==> src/lsu_pkg.sv <==
// Load/store unit package with widths, operation encoding and the structs between stages.
package lsu_pkg;

    localparam int ADDR_WIDTH = 32;
    localparam int DATA_WIDTH = 32;
    localparam int TAG_WIDTH = 5;   // reorder buffer tag.
    localparam int LINE_WORDS = 4;

    localparam int BYTE_LANES = DATA_WIDTH / 8;
    localparam int LANE_WIDTH = $clog2(BYTE_LANES);
    localparam int WORD_SEL_WIDTH = $clog2(LINE_WORDS);
    localparam int LINE_OFFSET_WIDTH = LANE_WIDTH + WORD_SEL_WIDTH;

    typedef enum logic [2:0] {
        LSU_LB  = 3'd0,
        LSU_LH  = 3'd1,
        LSU_LW  = 3'd2,
        LSU_LBU = 3'd3,
        LSU_LHU = 3'd4,
        LSU_SB  = 3'd5,
        LSU_SH  = 3'd6,
        LSU_SW  = 3'd7
    } lsu_func_t;

    typedef logic [LINE_WORDS-1:0][DATA_WIDTH-1:0] dc_line_t;

    // operation as issued, before address generation.
    typedef struct packed {
        lsu_func_t              func;
        logic [ADDR_WIDTH-1:0]  base;
        logic [ADDR_WIDTH-1:0]  offset;
        logic [DATA_WIDTH-1:0]  data;
        logic [TAG_WIDTH-1:0]   tag;
    } lsu_req_t;

    // store data already sits in its byte lanes.
    typedef struct packed {
        lsu_func_t              func;
        logic [ADDR_WIDTH-1:0]  addr;
        logic [DATA_WIDTH-1:0]  data;
        logic [BYTE_LANES-1:0]  mask;
        logic [TAG_WIDTH-1:0]   tag;
    } lsu_op_t;

    typedef struct packed {
        logic [DATA_WIDTH-1:0]  data;
        logic [ADDR_WIDTH-1:0]  addr;
        logic [TAG_WIDTH-1:0]   tag;
    } lsu_cdb_t;

    typedef struct packed {
        logic [ADDR_WIDTH-1:0]  addr;   // line aligned.
        logic [TAG_WIDTH-1:0]   tag;
    } lsu_miss_t;

    typedef struct packed {
        logic [ADDR_WIDTH-1:0]  addr;
        dc_line_t               line;
    } lsu_fill_t;

    function automatic logic lsu_is_store(lsu_func_t func);
        return func inside {LSU_SB, LSU_SH, LSU_SW};
    endfunction

endpackage
==> src/lsu_top.sv <==
// Load/store pipeline top joining address generation, data cache and result stage.
`timescale 1ns/1ps

module lsu_top
    import lsu_pkg::*;
#(
    parameter int DC_SETS = 16
) (
    input  logic      i_clk,
    input  logic      i_reset,
    input  logic      i_flush,

    input  logic      i_req_valid,
    input  lsu_req_t  i_req,

    input  logic      i_fill_valid,
    input  lsu_fill_t i_fill,

    output logic      o_cdb_valid,
    output lsu_cdb_t  o_cdb,

    output logic      o_miss_valid,
    output lsu_miss_t o_miss
);

    logic                  ad_valid;
    lsu_op_t               ad_op;
    logic                  res_valid;
    lsu_op_t               res_op;
    logic                  res_hit;
    logic [DATA_WIDTH-1:0] res_word;

    lsu_agu lsu_agu_inst (
        .i_clk(i_clk),
        .i_reset(i_reset),
        .i_flush(i_flush),
        .i_req_valid(i_req_valid),
        .i_req(i_req),
        .o_op_valid(ad_valid),
        .o_op(ad_op)
    );

    lsu_dcache #(.DC_SETS(DC_SETS)) lsu_dcache_inst (
        .i_clk(i_clk),
        .i_reset(i_reset),
        .i_flush(i_flush),
        .i_op_valid(ad_valid),
        .i_op(ad_op),
        .i_fill_valid(i_fill_valid),
        .i_fill(i_fill),
        .o_res_valid(res_valid),
        .o_res_op(res_op),
        .o_res_hit(res_hit),
        .o_res_word(res_word)
    );

    lsu_ex lsu_ex_inst (
        .i_clk(i_clk),
        .i_reset(i_reset),
        .i_flush(i_flush),
        .i_res_valid(res_valid),
        .i_res_op(res_op),
        .i_res_hit(res_hit),
        .i_res_word(res_word),
        .o_cdb_valid(o_cdb_valid),
        .o_cdb(o_cdb),
        .o_miss_valid(o_miss_valid),
        .o_miss(o_miss)
    );

endmodule

==> src/lsu_ex.sv <==
// Result stage that extends load data and drives the completion bus and miss reports.
`timescale 1ns/1ps

module lsu_ex
    import lsu_pkg::*;
(
    input  logic                  i_clk,
    input  logic                  i_reset,
    input  logic                  i_flush,

    input  logic                  i_res_valid,
    input  lsu_op_t               i_res_op,
    input  logic                  i_res_hit,
    input  logic [DATA_WIDTH-1:0] i_res_word,

    output logic                  o_cdb_valid,
    output lsu_cdb_t              o_cdb,
    output logic                  o_miss_valid,
    output lsu_miss_t             o_miss
);

    logic [DATA_WIDTH-1:0] word;
    logic [DATA_WIDTH-1:0] load_data;
    logic [DATA_WIDTH-1:0] cdb_data;
    logic [ADDR_WIDTH-1:0] line_addr;

    assign word = i_res_word >> {i_res_op.addr[LANE_WIDTH-1:0], 3'b000};

    always_comb begin
        case (i_res_op.func)
            LSU_LB:  load_data = {{(DATA_WIDTH-8){word[7]}}, word[7:0]};
            LSU_LBU: load_data = {{(DATA_WIDTH-8){1'b0}}, word[7:0]};
            LSU_LH:  load_data = {{(DATA_WIDTH-16){word[15]}}, word[15:0]};
            LSU_LHU: load_data = {{(DATA_WIDTH-16){1'b0}}, word[15:0]};
            default: load_data = word;
        endcase
    end

    assign cdb_data  = lsu_is_store(i_res_op.func) ? '0 : load_data;   // stores complete with zero.
    assign line_addr = {i_res_op.addr[ADDR_WIDTH-1:LINE_OFFSET_WIDTH], {LINE_OFFSET_WIDTH{1'b0}}};

    always_ff @(posedge i_clk) begin
        if (i_reset) begin
            o_cdb_valid  <= 1'b0;
            o_miss_valid <= 1'b0;
        end else begin
            o_cdb_valid  <= i_res_valid & i_res_hit;
            o_miss_valid <= i_res_valid & ~i_res_hit;
        end
    end

    always_ff @(posedge i_clk) begin
        o_cdb  <= '{data: cdb_data, addr: i_res_op.addr, tag: i_res_op.tag};
        o_miss <= '{addr: line_addr, tag: i_res_op.tag};
    end

    a_one_strobe: assert property (@(posedge i_clk) disable iff (i_reset)
        !(o_cdb_valid && o_miss_valid))
        else $error("completion and miss in the same cycle");

endmodule

==> src/lsu_dcache.sv <==
// Direct-mapped data cache that reads its arrays, then compares tags, merges stores and writes fills.
`timescale 1ns/1ps

module lsu_dcache
    import lsu_pkg::*;
#(
    parameter int DC_SETS = 16
) (
    input  logic                  i_clk,
    input  logic                  i_reset,
    input  logic                  i_flush,

    input  logic                  i_op_valid,
    input  lsu_op_t               i_op,

    input  logic                  i_fill_valid,
    input  lsu_fill_t             i_fill,

    output logic                  o_res_valid,
    output lsu_op_t               o_res_op,
    output logic                  o_res_hit,
    output logic [DATA_WIDTH-1:0] o_res_word
);

    localparam int INDEX_WIDTH = $clog2(DC_SETS);
    localparam int DC_TAG_WIDTH = ADDR_WIDTH - INDEX_WIDTH - LINE_OFFSET_WIDTH;

    typedef logic [DC_TAG_WIDTH-1:0] dc_tag_t;

    logic [DC_SETS-1:0]        set_valid;
    logic [INDEX_WIDTH-1:0]    ad_index;
    logic [INDEX_WIDTH-1:0]    dt_index;
    logic [INDEX_WIDTH-1:0]    fill_index;
    dc_tag_t                   dt_tag;
    dc_tag_t                   fill_tag;
    dc_tag_t                   tag_rd;
    dc_line_t                  line_rd;
    dc_line_t                  merged_line;
    dc_line_t                  line_wr_data;
    logic [INDEX_WIDTH-1:0]    line_wr_index;
    logic                      line_wr_en;
    logic [WORD_SEL_WIDTH-1:0] word_sel;
    logic [DATA_WIDTH-1:0]     sel_word;
    logic                      dt_valid;
    lsu_op_t                   dt_op;
    logic                      dt_store;
    logic                      hit;
    logic                      store_write;

    assign ad_index   = i_op.addr[LINE_OFFSET_WIDTH +: INDEX_WIDTH];
    assign dt_index   = dt_op.addr[LINE_OFFSET_WIDTH +: INDEX_WIDTH];
    assign dt_tag     = dt_op.addr[ADDR_WIDTH-1 -: DC_TAG_WIDTH];
    assign fill_index = i_fill.addr[LINE_OFFSET_WIDTH +: INDEX_WIDTH];
    assign fill_tag   = i_fill.addr[ADDR_WIDTH-1 -: DC_TAG_WIDTH];
    assign word_sel   = dt_op.addr[LANE_WIDTH +: WORD_SEL_WIDTH];
    assign sel_word   = line_rd[word_sel];
    assign dt_store   = lsu_is_store(dt_op.func);

    // a fill owns the write port, so a colliding store goes out as a miss.
    assign hit = set_valid[dt_index] && (tag_rd == dt_tag) && !(dt_store && i_fill_valid);
    assign store_write = dt_valid & ~i_flush & dt_store & hit;

    always_comb begin
        merged_line = line_rd;
        for (int b = 0; b < BYTE_LANES; b++) begin
            if (dt_op.mask[b]) begin
                merged_line[word_sel][8*b +: 8] = dt_op.data[8*b +: 8];
            end
        end
    end

    assign line_wr_en    = i_fill_valid | store_write;
    assign line_wr_index = i_fill_valid ? fill_index : dt_index;
    assign line_wr_data  = i_fill_valid ? i_fill.line : merged_line;

    dc_array #(.T(dc_tag_t), .DEPTH(DC_SETS)) tag_array_inst (
        .i_clk(i_clk),
        .i_rd_en(i_op_valid),
        .i_rd_index(ad_index),
        .o_rd_data(tag_rd),
        .i_wr_en(i_fill_valid),
        .i_wr_index(fill_index),
        .i_wr_data(fill_tag)
    );

    dc_array #(.T(dc_line_t), .DEPTH(DC_SETS)) line_array_inst (
        .i_clk(i_clk),
        .i_rd_en(i_op_valid),
        .i_rd_index(ad_index),
        .o_rd_data(line_rd),
        .i_wr_en(line_wr_en),
        .i_wr_index(line_wr_index),
        .i_wr_data(line_wr_data)
    );

    always_ff @(posedge i_clk) begin
        if (i_reset) begin
            set_valid   <= '0;
            dt_valid    <= 1'b0;
            o_res_valid <= 1'b0;
            o_res_hit   <= 1'b0;
        end else begin
            if (i_fill_valid) begin
                set_valid[fill_index] <= 1'b1;
            end
            dt_valid    <= i_op_valid & ~i_flush;
            o_res_valid <= dt_valid & ~i_flush;
            o_res_hit   <= dt_valid & ~i_flush & hit;
        end
    end

    always_ff @(posedge i_clk) begin
        dt_op      <= i_op;
        o_res_op   <= dt_op;
        o_res_word <= sel_word;
    end

    a_hit_valid: assert property (@(posedge i_clk) disable iff (i_reset)
        o_res_hit |-> o_res_valid)
        else $error("hit without a valid result");

endmodule

==> src/lsu_agu.sv <==
// Address generation stage that forms the byte address and lane mask and registers the operation.
`timescale 1ns/1ps

module lsu_agu
    import lsu_pkg::*;
(
    input  logic     i_clk,
    input  logic     i_reset,

    input  logic     i_flush,
    input  logic     i_req_valid,
    input  lsu_req_t i_req,

    output logic     o_op_valid,
    output lsu_op_t  o_op
);

    logic [ADDR_WIDTH-1:0] addr;
    logic [LANE_WIDTH-1:0] lane;
    logic [BYTE_LANES-1:0] size_mask;
    logic [BYTE_LANES-1:0] byte_mask;
    logic [DATA_WIDTH-1:0] lane_data;

    assign addr = i_req.base + i_req.offset;
    assign lane = addr[LANE_WIDTH-1:0];

    always_comb begin
        case (i_req.func)
            LSU_LB, LSU_LBU, LSU_SB: size_mask = BYTE_LANES'(1);
            LSU_LH, LSU_LHU, LSU_SH: size_mask = BYTE_LANES'(3);
            default:                 size_mask = '1;
        endcase
    end

    assign byte_mask = size_mask << lane;
    assign lane_data = i_req.data << {lane, 3'b000};   // into its byte lane.

    always_ff @(posedge i_clk) begin
        if (i_reset) begin
            o_op_valid <= 1'b0;
        end else begin
            o_op_valid <= i_req_valid & ~i_flush;
        end
    end

    always_ff @(posedge i_clk) begin
        o_op <= '{func: i_req.func, addr: addr, data: lane_data, mask: byte_mask, tag: i_req.tag};
    end

    // upper size mask bits give the address bits that must be clear.
    a_aligned: assert property (@(posedge i_clk) disable iff (i_reset)
        i_req_valid |-> (lane & size_mask[LANE_WIDTH:1]) == '0)
        else $error("misaligned access at %h", addr);

endmodule

==> src/dc_array.sv <==
// Cache storage array with one registered read port, one write port and write-first bypass.
`timescale 1ns/1ps

module dc_array #(
    parameter type T     = logic,
    parameter int  DEPTH = 16
) (
    input  logic                     i_clk,

    input  logic                     i_rd_en,
    input  logic [$clog2(DEPTH)-1:0] i_rd_index,
    output T                         o_rd_data,

    input  logic                     i_wr_en,
    input  logic [$clog2(DEPTH)-1:0] i_wr_index,
    input  T                         i_wr_data
);

    T mem [DEPTH];

    always_ff @(posedge i_clk) begin
        if (i_wr_en) begin
            mem[i_wr_index] <= i_wr_data;
        end
    end

    // same index written this cycle returns the new value.
    always_ff @(posedge i_clk) begin
        if (i_rd_en) begin
            if (i_wr_en && (i_wr_index == i_rd_index)) begin
                o_rd_data <= i_wr_data;
            end else begin
                o_rd_data <= mem[i_rd_index];
            end
        end
    end

endmodule

==> config.mk <==
export PLATFORM = sky130hd
export DESIGN_NAME = lsu_top
export DESIGN_NICKNAME = d
export VERILOG_FILES = /design/src/lsu_pkg.sv /design/src/lsu_top.sv /design/src/lsu_ex.sv /design/src/lsu_dcache.sv /design/src/lsu_agu.sv /design/src/dc_array.sv
export SDC_FILE = /design/constraint.sdc
export NUM_CORES = 2
export LEC_CHECK = 0
export BUFFER_PORTS_ARGS = -buffer_cell sky130_fd_sc_hd__buf_4
export CORE_MARGIN = 2
export CORE_UTILIZATION = 40
export CTS_CLUSTER_DIAMETER = 30
export DETAILED_ROUTE_END_ITERATION = 10
export HOLD_SLACK_MARGIN = 0.15
export PLACE_DENSITY = 0.62
export REMOVE_ABC_BUFFERS = 1
export SLEW_MARGIN = 20
export SYNTH_ARGS = -nofsm -noshare
export SYNTH_HDL_FRONTEND = slang
export SYNTH_HIERARCHICAL = 1
export SYNTH_SLANG_ARGS = --single-unit
==> constraint.sdc <==
create_clock -name i_clk -period 15.12 [get_ports i_clk]
set_input_delay 0.756 -clock i_clk [delete_from_list [all_inputs] [get_ports i_clk]]
set_output_delay 0.756 -clock i_clk [all_outputs]
set_load 0.03 [all_outputs]
==> summary.txt <==
Outcome
  – Status: finished clean

Floorplanning
  – # IOs: 377
  – Row cnt: a little under 200
  – Die Ht: between 500 and 600 um
  – Placeable Area: 0.277 mm2
  – Die X: 532 um
  – DIE AREA: around 0.28 mm2
  – Starting Density: between 40% and 50%

Finish
  – Share of cells above drive strength 1: 34.7%
  – Final Core Density: between 50% and 60%
  – Layout Cells excl Fill: 10494
  – Fin nets: between 6000 and 7000
  – Area growth syn-to-layout: 24.4%

Timing
  – Pins Over Slew Limit: 0
  – Period minus WS final: approximately 6.4 ns
  – Worst Tran Pin Value: between 1 and 1.5 ns
  – Clk_skew: ~0.084 ns
  – Period utilization: 42.5%
  – Final setup violation count: 0
  – Setup repair after global routing missed its margin: false
  – Max Fclk: around 160 MHz
  – Relative slew margins: a little under a tenth
  – Hold_ws: 0.217 ns
  – Hold Fails Final Rpt: 0

Critical path
  – Cell mode on critical path: buf_4
  – RR Startpoint: lsu_dcache_inst/dt_op[73]
  – Startpoint Class: flop
  – Cell depth of the worst flop-to-flop path: 9
  – Critical-path top delay cell: buf_4
  – Critical path's top delay family: buffers and inverters
  – Worst Setup End Kind: flop
  – Crit path depth: 9
  – Critical Path End: lsu_dcache_inst/line_array_inst/mem[15][71]
  – CP Data Arrival Time: 7.03 ns
  – Crit path from: lsu_dcache_inst/dt_op[73]
  – Worst-path maximum fanout: 40
  – Reg-to-reg slack, setup: around 8.7 ns
  – Slowest Stage Delay on Critical Path: 0.85 ns
  – Crit Path Category: reg2reg
  – End of the worst register-to-register path: lsu_dcache_inst/line_array_inst/mem[15][71]
  – Req. time, crit path: 15.73 ns
  – Worst path cell trace: o21ai_1 > o2111ai_1 > nor4_1 > a41o_1 > nand3_1 > nor2_4 > buf_4 > buf_4 > buf_4
  – Worst path buffer plus inverter count: 3

Clocking
  – Clock Pin Slew Worst Setup and Hold Paths: about 0.06 ns
  – CTS buffer count: 540
  – Max clock buf depth: 4
  – Clk sink count: between 2000 and 3000
  – Post-cts hold buffer count: 64
  – CTS tree: yes
  – Root Buffer: clkbuf_16
  – Clock latency at the later pin of the worst-skew pair: roughly 1 ns
  – H-tree levels: 6
  – Resize count post-CTS: 0
  – Post-CTS setup buffer count: 0

Route
  – # DRC: 0
  – Initial DRC count: a little over 6000
  – Routed WL: ~300 mm
  – Via count: between 50000 and 60000
  – WL per Instance: ~29 um
  – Vias/cell: 5.57
  – Routed Antenna Nets: 0
  – Initial DRT Pass Iterations: 5

Placement
  – Hpwl dp: roughly 160 mm
  – Port Buffers: between 300 and 400
  – Placed cells: ~9400
  – GPL Wtd Cong: a little over 0.8

GRT
  – Overall global routing resource usage: between 20% and 30%
  – Grt ovf: 0
  – Vias in the first global route: between 60000 and 70000
  – First-pass GRT wire length: ~430 mm
  – Initial antenna violation count: 34
  – Largest net degree at the start of global routing: about 130

Pwr
  – VDD IR-drop max: ~0.17 mV
  – Power density over the cells: 180 mW/mm2
  – P_leak: about 48 nW

Synthesis
  – Average size of a mapped cell: 20.5 um2
  – Synth warnings: 6
  – Netlist Area Pre-Place: roughly 0.11 mm2
  – Gate Count Post-Synth: between 5000 and 6000

Worst hold path
  – Hold Crit Class: in2reg
  – Hold depth: 3

Job
  – Max Cap Violations: 0
-- layout by cell type, fill, tap and decap left out, types with 27 or more instances in the layout --
cell type and instances:
ha_1 30, clkinvlp_4 50, bufinv_16 71, dfxtp_1 307, mux2_2 158, buf_4 589
xnor2_1 44, clkbuf_16 548, inv_6 42, clkinv_1 52, o21ai_0 146, a211oi_1 27
nor2_1 56, edfxtp_1 2584, a21oi_1 45, dlygate4sd3_1 64, nand2_1 285, clkbuf_1 72
clkinv_2 62, mux2i_1 260, mux4_2 641, a22oi_1 241
-- flip-flops by register name (all words and copies together) (netlist names), 4 cells and up --
signal and cells:
lsu_dcache_inst/o_res_op 40, lsu_ex_inst/o_cdb 63, lsu_ex_inst/o_miss 6, lsu_dcache_inst/line_array_inst/o_rd_data 128
lsu_dcache_inst/tag_array_inst/mem 384, lsu_dcache_inst/dt_op 72, lsu_dcache_inst/dt_index 4, lsu_agu_inst/o_op 76
lsu_dcache_inst/tag_array_inst/o_rd_data 24, lsu_dcache_inst/line_array_inst/mem 2048, lsu_dcache_inst/o_res_word 32, lsu_dcache_inst/set_valid 16
-- how the worst min path moves through the flow --
stage	start	slack, ns	to
2_1_floorplan	lsu_agu_inst/o_op[0]	0.31	lsu_dcache_inst/dt_op[0]
3_3_place_gp	lsu_agu_inst/o_op[41]	0.31	lsu_dcache_inst/dt_op[41]
3_5_place_dp	lsu_agu_inst/o_op[68]	0.31	lsu_dcache_inst/dt_op[68]
4_1_cts	i_req[96]	0.16	lsu_agu_inst/o_op[68]
5_1_grt	i_req[14]	0.19	lsu_agu_inst/o_op[18]
6_report	i_req[96]	0.22	lsu_agu_inst/o_op[68]
-- stage by stage --
stage          setup WS (ns)  cell area, um2   TNS, ns  total power [mW]
2_1_floorplan         -22.96          110000  -3245.94              13.0
3_3_place_gp            8.67          119000         0              12.8
3_5_place_dp            8.62          119000         0              12.9
4_1_cts                 8.54          139000         0              25.2
5_1_grt                 8.39          139000         0              25.7
6_report                8.70          139000         0              25.0
-- worst reg2reg max path, cell delays in order (launching register included) --
cell and delay (ns):
dfxtp_1 0.31, o21ai_1 0.73, o2111ai_1 0.35, nor4_1 0.71
a41o_1 0.42, nand3_1 0.34, nor2_4 0.68, buf_4 0.72
buf_4 0.87, buf_4 0.90
-- power by group --
part | internal, mW | total (mW) | switching (mW)
Clock | 8.03 | 12.2 | 4.20
Sequential | 9.32 | 9.59 | 0.262
Combinational | 1.36 | 3.14 | 1.78
Total | 18.7 | 25.0 | 6.24
-- routing by layer --
layer / track usage, % / up-vias / routed length (um)
li1: - / 24399 / -
met1: 27.9 / 30923 / 121000
met2: 34.2 / 2616 / 146000
met3: 4.07 / 501 / 24000
met4: 6.36 / 30 / 8880
met5: 0 / - / 191
-- final cells by class --
| type | count | area, um2 |
|---|---|---|
| Clock inverter | 345 | 4550 |
| Tap cell | 3705 | 4640 |
| Multi-Input combinational cell | 2208 | 26100 |
| Inverter | 13 | 48.8 |
| Clock buffer | 641 | 14300 |
| Fill cell | 22206 | 138000 |
| Timing Repair Buffer | 666 | 5320 |
| Sequential cell | 2899 | 83900 |
| Antenna cell | 17 | 42.5 |
Note: power is estimated with default switching activity, not from simulation.
